$ cat src/verilog/uart_frame_pkg.sv
// uart frame format definitions
`default_nettype none

package uart_frame_pkg;

	// -------------------------------------------------------------------
	// frame of start, 8 data lsb first and stop with no parity
	// -------------------------------------------------------------------
	localparam int DATA_BITS  = 8;                     // payload width
	localparam int FRAME_BITS = 10;                    // start + data + stop

	typedef logic [DATA_BITS-1:0] uart_byte_t;        // one payload byte
	typedef logic [3:0]           bit_idx_t;          // frame position, 0..FRAME_BITS

	// positions within the frame as counted by the receiver
	localparam bit_idx_t START_POS = bit_idx_t'(0);              // start bit check
	localparam bit_idx_t STOP_POS  = bit_idx_t'(FRAME_BITS - 1); // stop bit sample

	// transmitter counts from 1, so the last bit has index FRAME_BITS
	localparam bit_idx_t TX_LAST   = bit_idx_t'(FRAME_BITS);

endpackage

`default_nettype wire

$ cat src/verilog/uart_timing_pkg.sv
// uart bit timing constants
`default_nettype none

package uart_timing_pkg;

	// -------------------------------------------------------------------
	// clock and line rate
	// -------------------------------------------------------------------
	localparam int CLK_HZ = 1_000_000;                 // system clock
	localparam int BAUD   = 125_000;                   // serial line rate

	// -------------------------------------------------------------------
	// bit timer
	// -------------------------------------------------------------------
	localparam int BIT_CYCLES = CLK_HZ / BAUD;         // clocks per bit, 8
	localparam int HALF_BIT   = BIT_CYCLES / 2;        // start edge to mid start bit
	localparam int DIV_W      = $clog2(BIT_CYCLES) + 1; // timer width, one spare bit

	typedef logic [DIV_W-1:0] div_cnt_t;               // down-counting bit timer

	// timer preloads that expire on the edge after the timer reads zero
	localparam div_cnt_t BIT_LOAD  = div_cnt_t'(BIT_CYCLES - 1); // full bit
	localparam div_cnt_t HALF_LOAD = div_cnt_t'(HALF_BIT - 1);   // half bit

endpackage

`default_nettype wire
$ cat src/verilog/uart_rx_if.sv
// uart receiver result bundle
`timescale 1ns/100ps
`default_nettype none

interface uart_rx_if import uart_frame_pkg::*; ();

	// -------------------------------------------------------------------
	// result signals of one received frame
	// -------------------------------------------------------------------
	uart_byte_t data;      // last byte, held until next frame ends
	logic       valid;     // one cycle pulse per completed frame
	logic       busy;      // frame in progress
	logic       frame_err; // stop bit was low, updated with valid

	// receiver side drives everything
	modport source (
		output data,
		output valid,
		output busy,
		output frame_err
	);

	// consumer side only reads
	modport sink (
		input data,
		input valid,
		input busy,
		input frame_err
	);

endinterface

`default_nettype wire

$ cat src/verilog/uart.sv
// uart top level
`timescale 1ns/100ps
`default_nettype none

module uart
	import uart_frame_pkg::*;
(
	input  logic       clk,
	input  logic       rst_n,

	// transmit side
	input  logic       send,          // strobe, taken when idle
	input  uart_byte_t tx_data,       // byte for the next frame
	output logic       tx_busy,       // frame going out
	output logic       txd,           // serial out

	// receive side
	input  logic       rxd,           // serial in
	output uart_byte_t rx_data,       // last received byte
	output logic       rx_valid,      // one cycle per frame
	output logic       rx_busy,       // frame coming in
	output logic       rx_frame_err   // stop bit was low
);

	// -------------------------------------------------------------------
	// receiver results bundle
	// -------------------------------------------------------------------
	uart_rx_if rx_res ();

	// -------------------------------------------------------------------
	// transmitter
	// -------------------------------------------------------------------
	uart_tx u_tx (
		.clk   (clk),
		.rst_n (rst_n),
		.data  (tx_data),
		.send  (send),
		.busy  (tx_busy),
		.txd   (txd)
	);

	// -------------------------------------------------------------------
	// receiver
	// -------------------------------------------------------------------
	uart_rx u_rx (
		.clk   (clk),
		.rst_n (rst_n),
		.rxd   (rxd),
		.res   (rx_res)
	);

	// sink side of the bundle onto plain ports
	assign rx_data      = rx_res.data;
	assign rx_valid     = rx_res.valid;
	assign rx_busy      = rx_res.busy;
	assign rx_frame_err = rx_res.frame_err;

endmodule

`default_nettype wire

$ cat src/verilog/uart_rx.sv
// uart receiver
`timescale 1ns/100ps
`default_nettype none

module uart_rx
	import uart_timing_pkg::*;
	import uart_frame_pkg::*;
(
	input  logic     clk,
	input  logic     rst_n,
	input  logic     rxd,   // serial in, idle high
	uart_rx_if.source res    // received byte and status
);

	// -------------------------------------------------------------------
	// state
	// -------------------------------------------------------------------
	logic       rxd_q;     // one register stage on the line
	logic       active;    // frame in progress
	bit_idx_t   pos;       // START_POS..STOP_POS, next sample
	div_cnt_t   div_cnt;   // cycles to next sample
	uart_byte_t shreg;     // data bits, lsb arrives first

	logic tick;       // sample point reached
	logic at_start;   // this sample is the start bit
	logic at_stop;    // this sample is the stop bit
	logic shift_en;   // data bit sample

	assign tick     = active && (div_cnt == '0);
	assign at_start = (pos == START_POS);
	assign at_stop  = (pos == STOP_POS);
	assign shift_en = tick && !at_start && !at_stop;

	// -------------------------------------------------------------------
	// frame control
	// -------------------------------------------------------------------
	always_ff @(posedge clk) begin
		if (!rst_n) begin
			rxd_q         <= 1'b1;                     // no false start out of reset
			active        <= 1'b0;
			pos           <= START_POS;
			div_cnt       <= '0;
			res.data      <= '0;
			res.valid     <= 1'b0;
			res.frame_err <= 1'b0;
		end else begin
			rxd_q     <= rxd;
			res.valid <= 1'b0;                         // pulse by default off
			if (!active) begin
				if (!rxd_q) begin                      // falling edge seen
					active  <= 1'b1;
					pos     <= START_POS;
					div_cnt <= HALF_LOAD;              // aim at mid start bit
				end
			end else if (!tick) begin
				div_cnt <= div_cnt - div_cnt_t'(1);
			end else begin
				div_cnt <= BIT_LOAD;                   // one bit to next middle
				if (at_start) begin
					if (rxd_q) begin
						active <= 1'b0;                // glitch, back to idle
					end else begin
						pos <= pos + bit_idx_t'(1);
					end
				end else if (at_stop) begin
					active        <= 1'b0;             // busy falls with valid
					res.data      <= shreg;
					res.valid     <= 1'b1;
					res.frame_err <= !rxd_q;           // stop must be high
				end else begin
					pos <= pos + bit_idx_t'(1);        // next data bit
				end
			end
		end
	end

	// -------------------------------------------------------------------
	// data shifter
	// -------------------------------------------------------------------
	always_ff @(posedge clk) begin
		if (shift_en) begin
			shreg <= {rxd_q, shreg[DATA_BITS-1:1]};    // lsb first, ends aligned
		end
	end

	assign res.busy = active;

endmodule

`default_nettype wire

$ cat src/verilog/uart_tx.sv
// uart transmitter
`timescale 1ns/100ps
`default_nettype none

module uart_tx
	import uart_timing_pkg::*;
	import uart_frame_pkg::*;
(
	input  logic       clk,
	input  logic       rst_n,
	input  uart_byte_t data,  // byte to send, taken with send
	input  logic       send,  // start strobe
	output logic       busy,  // frame on the line
	output logic       txd    // serial out, idle high
);

	// -------------------------------------------------------------------
	// state
	// -------------------------------------------------------------------
	logic [FRAME_BITS-1:0] shreg;    // stop, data, start; lsb on the line
	bit_idx_t              pos;      // 0 idle, 1..FRAME_BITS current bit
	div_cnt_t              div_cnt;  // cycles left in current bit

	logic tick;      // bit time over
	logic last_bit;  // stop bit on the line
	logic take;      // send accepted this edge

	assign tick     = (div_cnt == '0);
	assign last_bit = (pos == TX_LAST);

	// idle, or the edge where the stop bit ends, so frames can run back to back
	assign take = send && (!busy || (tick && last_bit));

	// -------------------------------------------------------------------
	// shifter and bit timer
	// -------------------------------------------------------------------
	always_ff @(posedge clk) begin
		if (!rst_n) begin
			shreg   <= '1;                             // line idles high
			pos     <= '0;
			div_cnt <= '0;
		end else if (take) begin
			shreg   <= {1'b1, data, 1'b0};             // stop, byte, start
			pos     <= bit_idx_t'(1);                  // start bit now
			div_cnt <= BIT_LOAD;
		end else if (busy) begin
			if (tick) begin
				shreg   <= {1'b1, shreg[FRAME_BITS-1:1]}; // next bit, fill with idle
				div_cnt <= BIT_LOAD;                   // reload timer
				if (last_bit) begin
					pos <= '0;                         // frame done
				end else begin
					pos <= pos + bit_idx_t'(1);
				end
			end else begin
				div_cnt <= div_cnt - div_cnt_t'(1);   // count down
			end
		end
	end

	// -------------------------------------------------------------------
	// outputs
	// -------------------------------------------------------------------
	assign busy = (pos != '0);                         // any position means active
	assign txd  = shreg[0];                            // all ones once frame shifted out

endmodule

`default_nettype wire

$ cat config.mk
export PLATFORM = sky130hd
export DESIGN_NAME = uart
export DESIGN_NICKNAME = d
export VERILOG_FILES = /design/src/verilog/uart_frame_pkg.sv /design/src/verilog/uart_timing_pkg.sv /design/src/verilog/uart_rx_if.sv /design/src/verilog/uart.sv /design/src/verilog/uart_rx.sv /design/src/verilog/uart_tx.sv
export SDC_FILE = /design/constraint.sdc
export NUM_CORES = 1
export LEC_CHECK = 0
export ABC_AREA = 0
export CAP_MARGIN = 20
export CORE_MARGIN = 4
export CORE_UTILIZATION = 31
export DETAILED_ROUTE_END_ITERATION = 10
export DONT_BUFFER_PORTS = 1
export GPL_ROUTABILITY_DRIVEN = 0
export PLACE_DENSITY = 0.53
export SLEW_MARGIN = 20
export SYNTH_ARGS = -nofsm -noshare
export SYNTH_HDL_FRONTEND = slang
export SYNTH_SLANG_ARGS = --single-unit
$ cat constraint.sdc
create_clock -name clk -period 4.7 [get_ports clk]
set_clock_uncertainty 0.05 [all_clocks]
set_input_delay 0 -clock clk [delete_from_list [all_inputs] [get_ports clk]]
set_output_delay 0 -clock clk [all_outputs]
set_load 0.03 [all_outputs]
Word level (Yosys, flattened, before mapping)
Index checks and enable logic that the tools add are counted.
{"block": "totals", "ff_bits": 45, "output_inout_bits": 13}
{"block": "classes", "eq_ne": 6, "bitwise": 4, "addsub": 4, "n_mux": 25, "reduce_logical": 22}
{"cell": "4-bit 2-to-1 mux", "count": 11}
{"cell": "9-bit 2-to-1 mux", "count": 3}
{"cell": "4-bit zero test", "count": 3}
{"cell": "1-bit 2-to-1 mux", "count": 9}
{"cell": "4-bit by 1-bit adder with 4-bit output (second input constant)", "count": 2}
{"cell": "4-bit == test (second input constant)", "count": 2}
{"cell": "4-bit AND reduction", "count": 2}
{"cell": "4-bit by 1-bit subtractor with 4-bit output (second input constant)", "count": 2}
{"cell": "3-bit 2-to-1 mux", "count": 2}
{"cell": "2-bit inequality test (second input constant)", "count": 3}
{"cell": "1-bit logical AND", "count": 5}
{"cell": "1-bit zero test", "count": 4}
{"cell": "1-bit inverter", "count": 4}
{"cell": "2-bit AND reduction", "count": 2}
{"cell": "2-bit nonzero test", "count": 2}
{"cell": "4-bit nonzero test", "count": 1}
{"cell": "4-bit OR reduction", "count": 1}
{"cell": "3-bit inequality test (second input constant)", "count": 1}
{"cell": "2-bit OR reduction", "count": 1}
{"cell": "1-bit logical OR", "count": 1}

Longest topological paths before layout
{"block": "depth", "depth_word": 6, "ltp_mapped": 6}

Cells and area by module
From an unflattened synthesis, not the netlist that was laid out.
{"block": "unflattened", "hier_cells": 198, "hier_area_um2": 2048.2}
{"mod": "uart_rx", "n_inst": 1, "seq_area_each_um2": 640.6, "cells_per_inst": 103, "area_each_um2": 1157.4}
{"mod": "uart_tx", "n_inst": 1, "seq_area_each_um2": 340.3, "cells_per_inst": 95, "area_each_um2": 890.9}

Worst setup path before layout
OpenSTA, ideal clock, no wires.
{"block": "synth_path", "path_kind": "reg2reg", "startpoint": "register u_rx.active, in the netlist u_rx.res.busy", "endpoint": "register u_rx.shreg[0], enable pin", "stages_incl_launch_ff": 5, "t_arrival_ns": 1.711, "synth_period_minus_slack_ns": 2.145, "slack_ns": 2.555, "path_buffers": 2, "setup_ns": 0.383, "path_cell_list": "dfxtp_1 -> clkbuf_1 -> clkbuf_1 -> nand2_1 -> nor3_1"}
{"block": "synth_via", "elab_chain_cells": 3}
{"element": "from (decl)", "line": "uart_rx.sv:19", "text": "logic active;"}
{"element": "from (signal assigned)", "line": "uart_rx.sv:40", "text": "active <= 1'b0;"}
{"element": "from (signal assigned)", "line": "uart_rx.sv:51", "text": "active <= 1'b1;"}
{"element": "from (signal assigned)", "line": "uart_rx.sv:61", "text": "active <= 1'b0;"}
{"element": "1-bit logical AND", "line": "uart_rx.sv:29", "text": "assign tick = active && (div_cnt == '0);"}
{"element": "1-bit logical AND (2 in series)", "line": "uart_rx.sv:32", "text": "assign shift_en = tick && !at_start && !at_stop;"}
{"element": "net u_rx.shift_en", "line": "uart_rx.sv:27", "text": "logic shift_en;"}
{"element": "to (signal assigned)", "line": "uart_rx.sv:82", "text": "shreg <= {rxd_q, shreg[DATA_BITS-1:1]};"}
{"element": "to (decl)", "line": "uart_rx.sv:22", "text": "uart_byte_t shreg;"}
The timed path passes the listed nets, and every way through them passes these cells.
A chain may end at the register's enable or synchronous reset.

Worst setup path in the final report
{"block": "layout_path", "startpoint": "register u_rx.div_cnt[0]", "endpoint": "register u_rx.shreg[4], enable pin"}
{"block": "layout_via", "elab_chain_cells": 4}
{"element": "from (decl)", "line": "uart_rx.sv:21", "text": "div_cnt_t div_cnt;"}
{"element": "from (signal assigned)", "line": "uart_rx.sv:56", "text": "div_cnt <= div_cnt - div_cnt_t'(1);"}
{"element": "4-bit zero test", "line": "uart_rx.sv:29"}
{"element": "1-bit logical AND", "line": "uart_rx.sv:29"}
{"element": "1-bit logical AND (2 in series)", "line": "uart_rx.sv:32"}
{"element": "net u_rx.shift_en", "line": "uart_rx.sv:27"}
The timed path passes the listed nets, and every way through them passes these cells.

==> flow_summary_export.csv <==
group,metric,value,unit
placed_design,port_buffers,0,
sta,fin_crit_sh,50.30,%
placed_design,dpl_cell_area,2093,um^2
route,routed_via_density,5.346,
yosys,synth-simple-area-share,15.73,%
setup_path,critPathCaptureType,"flop",
yosys,synth_most_common_cell,"dfxtp_1",
clocking,htree_levels,2,
grt,grt_pass1_vias,1593,
yosys,synth_top_family_by_area,"compound AO/OA/AOI/OAI gates",
route,drt-initial-drc-count,30,
clocking,clk_path_buf_depth,2,
setup_path,cp_cell_sequence,"inv_1, ha_1, or3b_2, nor3_1",
floorplan,pin_count,25,
pwr,pwr_density_cell,357.1,nW/um^2
yosys,syn_area,2036,um^2
setup_path,critical_path_class,"flop to flop",
setup_path,cp.arrival,2.24,ns
setup_path,crit_fanout,8,
final_layout,nNetsFinal,232,
yosys,synthTopCellsByCount,"dfxtp_1, nor2_1, nand2_1",
yosys,muxShareOfSynthArea,3.135,%
route,drc_errors,0,
sta,rsz0062_at_grt,"no",
yosys,yosys_most_used_dff,"dfxtp_1",
sta,finalSetupTns,0,ns
clocking,cts-root-buf,"clkbuf_8",
final_layout,diodes,0,
setup_path,cp-start-kind,"flop",
final_layout,drive_gt1_share,8.837,%
grt,overflow,0,
job,max-cap-violations,0,
hold_path,hold_path_startpoint,"send",
run_status,violations,"negative hold slack",
yosys,synth-xor-area-share,0.8605,%
yosys,synth_fa_ha_area_share,3.688,%
sta,hold_viol,1,
floorplan,rows,29,
yosys,yosysSeqAreaShare,48.19,%
setup_path,r2r-start,"u_rx.div_cnt[0]$_SDFFE_PN0P_",
setup_path,crit_path_max_incr_delay,0.84,ns
route,via_count,1561,
hold_path,min_path_cells,3,
sta,max_slew_margin,32.83,%
setup_path,reg2reg_to,"u_rx.shreg[4]$_DFFE_PP_",
clocking,cts_sinks,45,
route,routedWlPerCell,14.74,um
yosys,synthCells,203,
grt,antenna_found_initial,0,
sta,period_minus_slack,2.364,ns
sta,setup_viol,0,
route,ant_nets,0,
yosys,avgSynthCellArea,10.03,um^2
floorplan,start_util,32.06,%
pwr,p_leak,0.8361,nW
sta,fmax,0.4230,GHz
route,finalWirelength,4.305,mm
clocking,clk_pin_slew,0.10,ns
sta,drv_slew,0,
route,dr.pass1.iters,4,
grt,grt_max_degree,20,
final_layout,fin_area,2307,um^2
grt,grt_util_all_layers,11.94,%
setup_path,path_buf_inv,1,
yosys,synth_compound_area_share,24.09,%
setup_path,slowest_stage,"nor3_1",
floorplan,die_w,89.04,um
yosys,synthTopCellsByArea,"dfxtp_1, edfxtp_1, a22o_1",
floorplan,die_y,89.04,um
yosys,postSynth.asyncResetShare,0,%
clocking,cts_tree,"done",
hold_path,hold_end,"u_tx.shreg[5]$_SDFFE_PN1P_",
clocking,clk_latency,0.30,ns
final_layout,syn2layout_area_growth,13.34,%
yosys,synthesis.nets,221,
pwr,power,0.8240,mW
grt,grt_pass1_wl,7.424,mm
yosys,yosys_warnings,0,
yosys,yosys.area.top_type,"dfxtp_1",
setup_path,r2r_cells,4,
clocking,cts_inserted_buffers,5,
setup_path,ff2ff_setup_slack,2.34,ns
placed_design,hpwl,2.833,mm
sta,worst_slew_pin_slew,0.9998,ns
hold_path,hp-class,"input port to flop",
setup_path,critical_path_depth,4,
floorplan,core_area,6350,um^2
pwr,peakVddDrop,0.0002099,V
setup_path,critical-path-top-delay-family,"simple AND/OR/NAND/NOR gates",
run_status,outcome,"finished with violations",
setup_path,cp_data_required_time,4.58,ns
yosys,synth_seq_cells,45,
yosys,synth_edf_count,8,
floorplan,dieArea,7927,um^2
yosys,yosys.cell_types.count,46,
sta,fin_hold_ws,-0.0004612,ns
yosys,synth_top_area_share,36.39,%
[state kept, by name, indices dropped and copies added, names as in the netlist]
signal / cells
u_rx.shreg: 8
u_tx.shreg: 9
u_rx.pos: 4
u_tx.div_cnt: 4
u_rx.res.data: 8
u_rx.div_cnt: 4
u_tx.pos: 4
u_rx.res.frame_err: 1
u_rx.res.valid: 1
u_rx.rxd_q: 1
u_rx.res.busy: 1
[per-stage QoR]
step / cells / util (%) / setup WS, ns / hold WS (ns)
4_1_cts: 292 / 36.34 / 2.307 / 0.0008371
6_report: 292 / 36.34 / 2.336 / -0.0004612
2_1_floorplan: 203 / - / 2.555 / 0.05147
3_3_place_gp: 272 / 32.97 / 2.383 / 0.03545
3_5_place_dp: 272 / 32.97 / 2.316 / 0.03634
5_1_grt: 292 / 36.34 / 2.151 / 0.01686
[logic make-up (layout without fill, tap and decap cells)]
group / count (synthesis) / after routing
buffers and inverters: 20 / 32
muxes: 5 / 5
xor gates and xnor gates: 2 / 2
DFF: 45 / 45
adders and majority gates: 6 / 6
AOI/OAI and AO/OA: 69 / 69
and+or+nand+nor: 56 / 56
[where the power goes]
group	internal (mW)	switching (mW)	total (mW)
logic	0.0565	0.0758	0.132
clock network	0.108	0.147	0.255
registers	0.410	0.0266	0.437
total	0.574	0.250	0.824
[final cells by class]
cell class / instances / area (um^2)
Timing Repair Buffer: 13 / 127.6
Fill cell: 630 / 4043
Sequential cell: 45 / 980.9
Clock inverter: 3 / 25.02
Clock buffer: 5 / 68.82
Multi-Input combinational cell: 138 / 967.2
Inverter: 11 / 41.29
Tap cell: 77 / 96.34
[tightest hold or removal path, cell delays in order]
cell and delay [ns]:
a211oi_1 0.04, o21bai_1 0.14, a22oi_1 0.12
[cells in the final DEF, fill, tap and decap left out, drive strengths merged, types with 8 or more instances in the layout]
| cell | instances |
|---|---|
| dfxtp | 37 |
| nor2 | 12 |
| dlygate4sd3 | 12 |
| inv | 12 |
| nand2 | 11 |
| a211oi | 9 |
| a22o | 9 |
| o21ai | 9 |
| nand3 | 8 |
| edfxtp | 8 |
[timing repair]
action	4_1_cts	5_1_grt
setup endpoints to repair	0	0
hold buffers	12	0
endpoints found under the hold margin	24	0
buffers inserted	0	0
resized for setup	0	0
[worst max path at each step]
stage | to | from | slack, ns
after floorplan | u_rx.shreg[0]$_DFFE_PP_ | u_rx.res.busy$_SDFF_PN0_ | 2.56
after global routing | u_rx.shreg[7]$_DFFE_PP_ | u_rx.div_cnt[0]$_SDFFE_PN0P_ | 2.15
final | u_rx.shreg[4]$_DFFE_PP_ | u_rx.div_cnt[0]$_SDFFE_PN0P_ | 2.34
after CTS | u_rx.shreg[7]$_DFFE_PP_ | u_rx.div_cnt[0]$_SDFFE_PN0P_ | 2.31
after global placement | u_rx.shreg[3]$_DFFE_PP_ | u_rx.div_cnt[0]$_SDFFE_PN0P_ | 2.38
after detailed placement | u_rx.shreg[4]$_DFFE_PP_ | u_rx.div_cnt[0]$_SDFFE_PN0P_ | 2.32
[per-layer routing]
metal / global-route usage, % / share of wire, %
met1: 15.55 / 50
met2: 19.30 / 44
met3: 3.779 / 5.1
met4: 2.977 / 0.63
met5: 0 / 0
Note: power is estimated with default switching activity, not from simulation.
